File: src/hdl/cpu_pkg.sv
// cpu instruction-level definitions for memory opcodes, exception codes and CP0 fields
`default_nettype none

package cpu_pkg;

  // register file address width
  localparam int REG_ADDR_W = 5;

  // memory operation, same encoding as the execute stage operation bus
  typedef enum logic [7:0] {
    NOP = 8'd0,
    LB  = 8'd1,
    LBU = 8'd2,
    LH  = 8'd3,
    LHU = 8'd4,
    LW  = 8'd5,
    SB  = 8'd6,
    SH  = 8'd7,
    SW  = 8'd8,
    LL  = 8'd9,
    SC  = 8'd10
  } mem_op_e;

  // final exception code handed to CP0
  typedef enum logic [4:0] {
    NONE = 5'd0,
    INT  = 5'd1,
    SYS  = 5'd8,
    BRK  = 5'd9,
    RI   = 5'd10,
    OV   = 5'd12,
    TRAP = 5'd13,
    ERET = 5'd14
  } exc_code_e;

  // bit positions in the raw exception word from execute
  localparam int EXC_SYS_BIT  = 7;
  localparam int EXC_RI_BIT   = 8;
  localparam int EXC_BRK_BIT  = 9;
  localparam int EXC_TRAP_BIT = 10;
  localparam int EXC_OV_BIT   = 11;
  localparam int EXC_ERET_BIT = 12;

  // Status fields
  localparam int STATUS_IE_BIT  = 0;
  localparam int STATUS_EXL_BIT = 1;

  // interrupt mask and pending fields, same place in Status and Cause
  localparam int IRQ_LSB = 8;
  localparam int IRQ_MSB = 15;

endpackage

`default_nettype wire

File: src/hdl/dmem_pkg.sv
// data memory bus definitions and the structs that travel through the memory stage
`default_nettype none

package dmem_pkg;

  // data and address width
  localparam int WORD_W = 32;
  // byte lanes per word
  localparam int LANES = 4;

  // request to the data memory
  typedef struct packed {
    logic [WORD_W-1:0] addr;
    logic [LANES-1:0]  sel;
    logic [WORD_W-1:0] wdata;
    logic              ce;
    logic              we;
    logic              re;
  } dmem_req_t;

  // instruction arriving from execute
  typedef struct packed {
    cpu_pkg::mem_op_e              op;
    logic [WORD_W-1:0]             addr;
    logic [WORD_W-1:0]             reg2;
    logic [cpu_pkg::REG_ADDR_W-1:0] wd;
    logic                          wreg;
  } ex_mem_t;

  // result toward write-back
  typedef struct packed {
    logic [cpu_pkg::REG_ADDR_W-1:0] wd;
    logic                          wreg;
    logic [WORD_W-1:0]             wdata;
  } wb_t;

endpackage

`default_nettype wire

File: src/hdl/except_select.sv
// exception selector: final exception code by fixed priority, interrupt first
`timescale 1ns/1ps
`default_nettype none

module except_select (
  input  wire [31:0]                     except_i,
  input  wire [31:0]                     pc_i,
  input  wire [31:0]                     cp0_status_i,
  input  wire [31:0]                     cp0_cause_i,
  output cpu_pkg::exc_code_e             exc_code_o,
  output logic                           exc_taken_o
);

  logic [cpu_pkg::IRQ_MSB:cpu_pkg::IRQ_LSB] irq_pending;
  logic                                     irq_take;

  // pending lines that Status leaves unmasked
  assign irq_pending = cp0_cause_i[cpu_pkg::IRQ_MSB:cpu_pkg::IRQ_LSB]
                     & cp0_status_i[cpu_pkg::IRQ_MSB:cpu_pkg::IRQ_LSB];

  // interrupts only outside exception level and with IE set
  assign irq_take = (|irq_pending)
                  & ~cp0_status_i[cpu_pkg::STATUS_EXL_BIT]
                  & cp0_status_i[cpu_pkg::STATUS_IE_BIT];

  always_comb
  begin
    exc_code_o = cpu_pkg::NONE;
    // a bubble carries pc 0 and never raises anything
    if (pc_i != '0)
    begin
      if (irq_take)
        exc_code_o = cpu_pkg::INT;
      else if (except_i[cpu_pkg::EXC_SYS_BIT])
        exc_code_o = cpu_pkg::SYS;
      else if (except_i[cpu_pkg::EXC_BRK_BIT])
        exc_code_o = cpu_pkg::BRK;
      else if (except_i[cpu_pkg::EXC_RI_BIT])
        exc_code_o = cpu_pkg::RI;
      else if (except_i[cpu_pkg::EXC_TRAP_BIT])
        exc_code_o = cpu_pkg::TRAP;
      else if (except_i[cpu_pkg::EXC_OV_BIT])
        exc_code_o = cpu_pkg::OV;
      else if (except_i[cpu_pkg::EXC_ERET_BIT])
        exc_code_o = cpu_pkg::ERET;
    end
  end

  assign exc_taken_o = (exc_code_o != cpu_pkg::NONE);

endmodule

`default_nettype wire

File: src/hdl/mem_req_gen.sv
// memory request builder: address, byte lanes, store data, enables and the stall request
`timescale 1ns/1ps
`default_nettype none

module mem_req_gen (
  input  wire cpu_pkg::mem_op_e          op_i,
  input  wire [dmem_pkg::WORD_W-1:0]     addr_i,
  input  wire [dmem_pkg::WORD_W-1:0]     reg2_i,
  input  wire                            link_i,
  input  wire                            exc_taken_i,
  input  wire                            rdata_valid_i,
  input  wire                            write_ready_i,
  output dmem_pkg::dmem_req_t            dmem_o,
  output logic                           stall_o
);

  logic [dmem_pkg::LANES-1:0]  lane_byte;
  logic [dmem_pkg::LANES-1:0]  lane_half;
  logic [dmem_pkg::LANES-1:0]  sel;
  logic [dmem_pkg::WORD_W-1:0] wdata;
  logic [dmem_pkg::WORD_W-1:0] addr;
  logic                        access;
  logic                        ce_raw;
  logic                        is_store;
  logic                        ce;
  logic                        we;
  logic                        re;

  // one-hot lane for a byte, lower or upper pair for a halfword
  assign lane_byte = {{(dmem_pkg::LANES-1){1'b0}}, 1'b1} << addr_i[1:0];
  assign lane_half = addr_i[1] ? 4'b1100 : 4'b0011;

  always_comb
  begin
    access   = 1'b1;
    ce_raw   = 1'b1;
    is_store = 1'b0;
    sel      = '0;
    wdata    = '0;
    case (op_i)
      cpu_pkg::LB, cpu_pkg::LBU:
      begin
        sel = lane_byte;
      end
      cpu_pkg::LH, cpu_pkg::LHU:
      begin
        // misaligned halfword load reads the whole word
        sel = addr_i[0] ? 4'b1111 : lane_half;
      end
      cpu_pkg::LW:
      begin
        sel = 4'b1111;
      end
      cpu_pkg::LL:
      begin
        sel   = 4'b1111;
        wdata = reg2_i;
      end
      cpu_pkg::SB:
      begin
        is_store = 1'b1;
        sel      = lane_byte;
        wdata    = {dmem_pkg::LANES{reg2_i[7:0]}};
      end
      cpu_pkg::SH:
      begin
        is_store = 1'b1;
        // misaligned halfword store writes no lane
        sel      = addr_i[0] ? 4'b0000 : lane_half;
        wdata    = {2{reg2_i[15:0]}};
      end
      cpu_pkg::SW:
      begin
        is_store = 1'b1;
        sel      = 4'b1111;
        wdata    = reg2_i;
      end
      cpu_pkg::SC:
      begin
        // store only goes out while the link holds
        ce_raw   = link_i;
        is_store = link_i;
        sel      = 4'b1111;
        wdata    = reg2_i;
      end
      default:
      begin
        access = 1'b0;
        ce_raw = 1'b0;
      end
    endcase
  end

  assign addr = access ? addr_i : '0;

  // an exception cancels the whole request
  assign ce = ce_raw & ~exc_taken_i;
  assign we = is_store & ~exc_taken_i;
  assign re = ce & ~we;

  assign dmem_o = '{addr: addr, sel: sel, wdata: wdata, ce: ce, we: we, re: re};

  // hold the pipeline until memory reports completion
  assign stall_o = (we & ~write_ready_i) | (re & ~rdata_valid_i);

endmodule

`default_nettype wire

File: src/hdl/load_align.sv
// load alignment: picks the addressed byte or half, extends it, and forms the SC result
`timescale 1ns/1ps
`default_nettype none

module load_align (
  input  wire dmem_pkg::ex_mem_t         ex_i,
  input  wire [dmem_pkg::WORD_W-1:0]     rdata_i,
  input  wire                            link_i,
  output dmem_pkg::wb_t                  wb_o
);

  logic [7:0]                  rbyte;
  logic [15:0]                 rhalf;
  logic                        half_misaligned;
  logic [dmem_pkg::WORD_W-1:0] wdata;

  // byte lane chosen by the low address bits
  assign rbyte = rdata_i[{ex_i.addr[1:0], 3'b000} +: 8];
  assign rhalf = ex_i.addr[1] ? rdata_i[31:16] : rdata_i[15:0];
  assign half_misaligned = ex_i.addr[0];

  always_comb
  begin
    wdata = '0;
    case (ex_i.op)
      cpu_pkg::LB:
      begin
        wdata = {{24{rbyte[7]}}, rbyte};
      end
      cpu_pkg::LBU:
      begin
        wdata = {24'd0, rbyte};
      end
      cpu_pkg::LH:
      begin
        if (!half_misaligned)
        begin
          wdata = {{16{rhalf[15]}}, rhalf};
        end
      end
      cpu_pkg::LHU:
      begin
        if (!half_misaligned)
        begin
          wdata = {16'd0, rhalf};
        end
      end
      cpu_pkg::LW, cpu_pkg::LL:
      begin
        wdata = rdata_i;
      end
      cpu_pkg::SC:
      begin
        // success flag written back to rt
        wdata = {{(dmem_pkg::WORD_W-1){1'b0}}, link_i};
      end
      default:
      begin
        wdata = '0;
      end
    endcase
  end

  assign wb_o = '{wd: ex_i.wd, wreg: ex_i.wreg, wdata: wdata};

endmodule

`default_nettype wire

File: src/hdl/llbit_reg.sv
// LL/SC link bit, set by LL and cleared by SC or an exception
`timescale 1ns/1ps
`default_nettype none

module llbit_reg (
  input  wire                            clk,
  input  wire                            rst_n_i,
  input  wire cpu_pkg::mem_op_e          op_i,
  input  wire                            exc_taken_i,
  input  wire                            stall_i,
  output logic                           link_o
);

  always_ff @(posedge clk or negedge rst_n_i)
  begin
    if (!rst_n_i)
    begin
      link_o <= 1'b0;
    end
    // only commit once the access has completed
    else if (!stall_i)
    begin
      if (exc_taken_i)
        link_o <= 1'b0;
      else if (op_i == cpu_pkg::LL)
        link_o <= 1'b1;
      else if (op_i == cpu_pkg::SC)
        link_o <= 1'b0;
    end
  end

endmodule

`default_nettype wire

File: src/hdl/mem_stage.sv
// memory access stage top: exception select, request build, load align and link bit
`timescale 1ns/1ps
`default_nettype none

module mem_stage (
  input  wire                            clk,
  input  wire                            rst_n_i,
  input  wire dmem_pkg::ex_mem_t         ex_i,
  input  wire [31:0]                     except_i,
  input  wire [31:0]                     pc_i,
  input  wire [31:0]                     cp0_status_i,
  input  wire [31:0]                     cp0_cause_i,
  input  wire [dmem_pkg::WORD_W-1:0]     rdata_i,
  input  wire                            rdata_valid_i,
  input  wire                            write_ready_i,
  output dmem_pkg::dmem_req_t            dmem_o,
  output dmem_pkg::wb_t                  wb_o,
  output cpu_pkg::exc_code_e             exc_code_o,
  output logic                           stall_o
);

  logic exc_taken;
  logic link;

  except_select u_except (
    .except_i     (except_i),
    .pc_i         (pc_i),
    .cp0_status_i (cp0_status_i),
    .cp0_cause_i  (cp0_cause_i),
    .exc_code_o   (exc_code_o),
    .exc_taken_o  (exc_taken)
  );

  mem_req_gen u_req (
    .op_i          (ex_i.op),
    .addr_i        (ex_i.addr),
    .reg2_i        (ex_i.reg2),
    .link_i        (link),
    .exc_taken_i   (exc_taken),
    .rdata_valid_i (rdata_valid_i),
    .write_ready_i (write_ready_i),
    .dmem_o        (dmem_o),
    .stall_o       (stall_o)
  );

  load_align u_load (
    .ex_i    (ex_i),
    .rdata_i (rdata_i),
    .link_i  (link),
    .wb_o    (wb_o)
  );

  // link bit holds while the stage is stalled
  llbit_reg u_llbit (
    .clk         (clk),
    .rst_n_i     (rst_n_i),
    .op_i        (ex_i.op),
    .exc_taken_i (exc_taken),
    .stall_i     (stall_o),
    .link_o      (link)
  );

endmodule

`default_nettype wire

File: config.mk
export PLATFORM = sky130hd
export DESIGN_NAME = mem_stage
export DESIGN_NICKNAME = d
export VERILOG_FILES = /design/src/hdl/cpu_pkg.sv /design/src/hdl/dmem_pkg.sv /design/src/hdl/except_select.sv /design/src/hdl/mem_req_gen.sv /design/src/hdl/load_align.sv /design/src/hdl/llbit_reg.sv /design/src/hdl/mem_stage.sv
export SDC_FILE = /design/constraint.sdc
export NUM_CORES = 1
export LEC_CHECK = 0
export ABC_AREA = 1
export BUFFER_PORTS_ARGS = -buffer_cell sky130_fd_sc_hd__clkbuf_2
export CAP_MARGIN = 20
export CORE_AREA = 2 2 141 143
export DETAILED_ROUTE_END_ITERATION = 12
export DIE_AREA = 0 0 143 145
export PLACE_DENSITY_LB_ADDON = 0.2
export SYNTH_ARGS = -nofsm -noshare
export SYNTH_HDL_FRONTEND = slang
export SYNTH_SLANG_ARGS = --single-unit
File: constraint.sdc
create_clock -name clk -period 1.3 [get_ports clk]
set_input_delay 0.065 -clock clk [delete_from_list [all_inputs] [get_ports clk]]
set_output_delay 0.065 -clock clk [all_outputs]
set_load 0.01 [all_outputs]
==> impl_metrics.py <==
metrics = {
    "global_route": {
        "grt_pass1_wl_mm": 20.3,
        "grt_use_total_pct": 12.0,
        "top_usage_layer": "met2",
        "grt_max_degree": 33,
        "use_met2_pct": 22.8,
        "use_met1_pct": 14.9,
        "met3_usage_pct": 0.891,
        "grt_pass1_vias": 3990,
        "grt_overflow": 0,
        "grt_antenna_before_repair": 0,
    },
    "setup_path": {
        "crit_type": "primary input to primary output",
        "path_max_fanout": 16,
        "end_kind": "primary output",
        "arrival_ns": 1.55,
        "required_ns": 1.24,
        "start_kind": "primary input",
    },
    "logic_synthesis": {
        "syn_inst": 440,
        "avgSynthCellArea_um2": 4.85,
        "synth_seq_cells": 1,
        "syn-cell-area_um2": 2130,
        "yosysUniqueCellTypes": 37,
        "yosysWarnings": 0,
        "synth_fp_nets": 682,
        "yosysTopAreaCell": "nand2_1",
        "synth_edf_count": 0,
        "synth_ff_type": "dfrtp_1",
        "synth_top_area_share_pct": 19.2,
        "synth_seq_area_share_pct": 1.17,
        "yosys-top-cells-area": "nand2_1 (19%), inv_1 (18%), nor2_1 (12%)",
        "synth_most_common_cell": "nand2_1",
        "synthTopCellsByCount": "nand2_1 (109), inv_1 (100), nor2_1 (69), o21ai_0 (30), o22ai_1 (17)",
        "ys_async_sr_fraction_pct": 100,
    },
    "sta": {
        "min_period_ns": 1.61,
        "fin_skew_ns": 0,
        "holdWs_ns": 0.130,
        "rsz0062_at_grt": "yes",
        "final_max_slew_viol_count": 0,
        "fin_crit_sh_pct": 124,
        "setup_viol": 104,
        "clock.fmax_ghz": 0.619,
        "final_hold_viol_count": 0,
        "setup_ws_ns": -0.315,
    },
    "layout": {
        "fillers": 2220,
        "fin_util_pct": 28.1,
        "nNetsFinal": 1023,
        "top_regs": "u_llbit.link_o x1",
        "top_register": "u_llbit.link_o",
        "area.growth.synth_to_final_pct": 153,
        "final_area_um2": 5390,
        "antenna_cells": 0,
        "largest_reg_flops": 1,
        "layout-drive-gt1-share_pct": 63.5,
    },
    "routing": {
        "drc": 0,
        "route.antenna.remaining_nets": 0,
        "drt-total-wl_mm": 13.6,
        "drt_iter0_drc": 76,
        "wl_per_cell_um": 13.0,
        "route.vias.total": 4053,
        "drtPass1Iterations": 6,
        "viasPerCell": 3.88,
    },
    "floorplan": {
        "die_area_um2": 20700,
        "chipWidth_um": 143,
        "die_height_um": 145,
        "io_pins": 357,
        "start_util_pct": 11.1,
        "rows": 51,
        "core-area_um2": 19200,
    },
    "placement": {
        "post_dp_cell_area_um2": 4260,
        "hpwl_mm": 10.9,
        "dp_slack_ns": -0.356,
        "gp_congestion": 0.777,
        "io_buffers": 271,
    },
    "status": {
        "status": "finished with violations",
        "failed_checks": "negative setup slack",
    },
    "power": {
        "ir_worst_vdd_v": 0.0000971,
        "leakage_nw": 3.16,
        "power.density_nw_per_um2": 174,
        "total_power_w": 0.000936,
    },
    "job": {
        "cap_violations": 0,
    },
    "min_path": {
        "hp-class": "primary input to primary output",
    },
    "clock_network": {
        "clk_latency_ns": 0,
    },
}
==> per-stage QoR <==
stage | setup TNS (ns) | cells
floorplan | -0.0490 | 440
global placement | -25.90 | 1015
detailed placement | -26.61 | 1015
CTS | -20.47 | 1033
global route | -31.20 | 1044
finish | -21.34 | 1044
==> final timing paths <==
kind / startpoint / to / slack [ns] / depth (start not counted)
worst min-delay path: ex_i[2] / wb_o[34] / 0.13 / 0
worst max-delay path: ex_i[77] / dmem_o[62] / -0.31 / 13
worst min register to register: u_llbit.link_o / u_llbit.link_o / 0.72 / 5
worst max register to register: u_llbit.link_o / u_llbit.link_o / 0.12 / 8
min in group asynchronous: rst_n_i / u_llbit.link_o / 0.40 / 2
max in group asynchronous: rst_n_i / u_llbit.link_o / 0.82 / 2
==> report_power, final <==
| group | total [W] | internal [W] | switching (W) | leakage [nW] |
|---|---|---|---|---|
| Sequential | 0.0000317 | 0.0000317 | 0.0000000134 | 0.0140 |
| Combinational | 0.000905 | 0.000436 | 0.000469 | 3.14 |
| Clock | 0 | 0 | 0 | 0 |
| Total | 0.000936 | 0.000467 | 0.000469 | 3.16 |
==> routing by layer <==
layer / wire [µm] / up-vias / part of all wire [%]
li1: - / 2076 / -
met1: 5670 / 1806 / 42
met2: 6980 / 161 / 52
met3: 797 / 10 / 5.9
met4: 105 / 0 / 0.77
met5: 0 / - / 0
==> cells in the final DEF, fill, tap and decap left out, types with 5 or more instances in the layout <==
cell type,count
a21oi_2,5
a22oi_1,13
buf_12,10
buf_2,60
buf_4,47
buf_6,33
clkbuf_2,198
clkbuf_8,5
inv_1,86
inv_2,9
nand2_1,79
nand2_2,21
nand2_4,10
nand3_1,5
nor2_1,50
nor2_2,20
nor2_4,14
o211ai_1,5
o21ai_0,11
o21ai_1,12
o21ai_2,9
o221ai_2,8
o22ai_1,9
o22ai_2,7
==> critical path, stage by stage <==
cell,delay [ns]
buf_6,0.10
nor2_4,0.11
nand3_4,0.14
buf_6,0.15
nor2_4,0.15
buf_12,0.12
nand2_4,0.05
nand2_4,0.08
nor4_4,0.05
buf_6,0.13
buf_12,0.14
nor2_1,0.11
clkbuf_2,0.14
==> area by class of cell <==
cell class,count,area [µm²],share of cell area (%)
Sequential cell,1,25.0,0.464
Tap cell,265,332,6.15
Timing Repair Buffer,361,2440,45.4
Multi-Input combinational cell,312,2140,39.8
Inverter,105,444,8.24
==> kinds of logic (layout without fill, tap and decap cells) <==
| family | count (synthesis) | in the layout | synth area share (%) |
|---|---|---|---|
| buffers and inverters | 127 | 466 | 25.6 |
| AND/OR/NAND/NOR | 212 | 212 | 41.6 |
| other | 1 | 1 | 0.176 |
| flip-flops | 1 | 1 | 1.17 |
| AO/OA/AOI/OAI | 99 | 99 | 31.5 |
==> timing repair <==
item	4_1_cts	5_1_grt
cloned	3	3
endpoints found under the hold margin	1	0
pin swaps	34	20
endpoints found under the setup margin	105	108
setup buffers	16	10
resized for setup	151	136
hold buffers	1	0
Note: power is estimated with default switching activity, not from simulation.
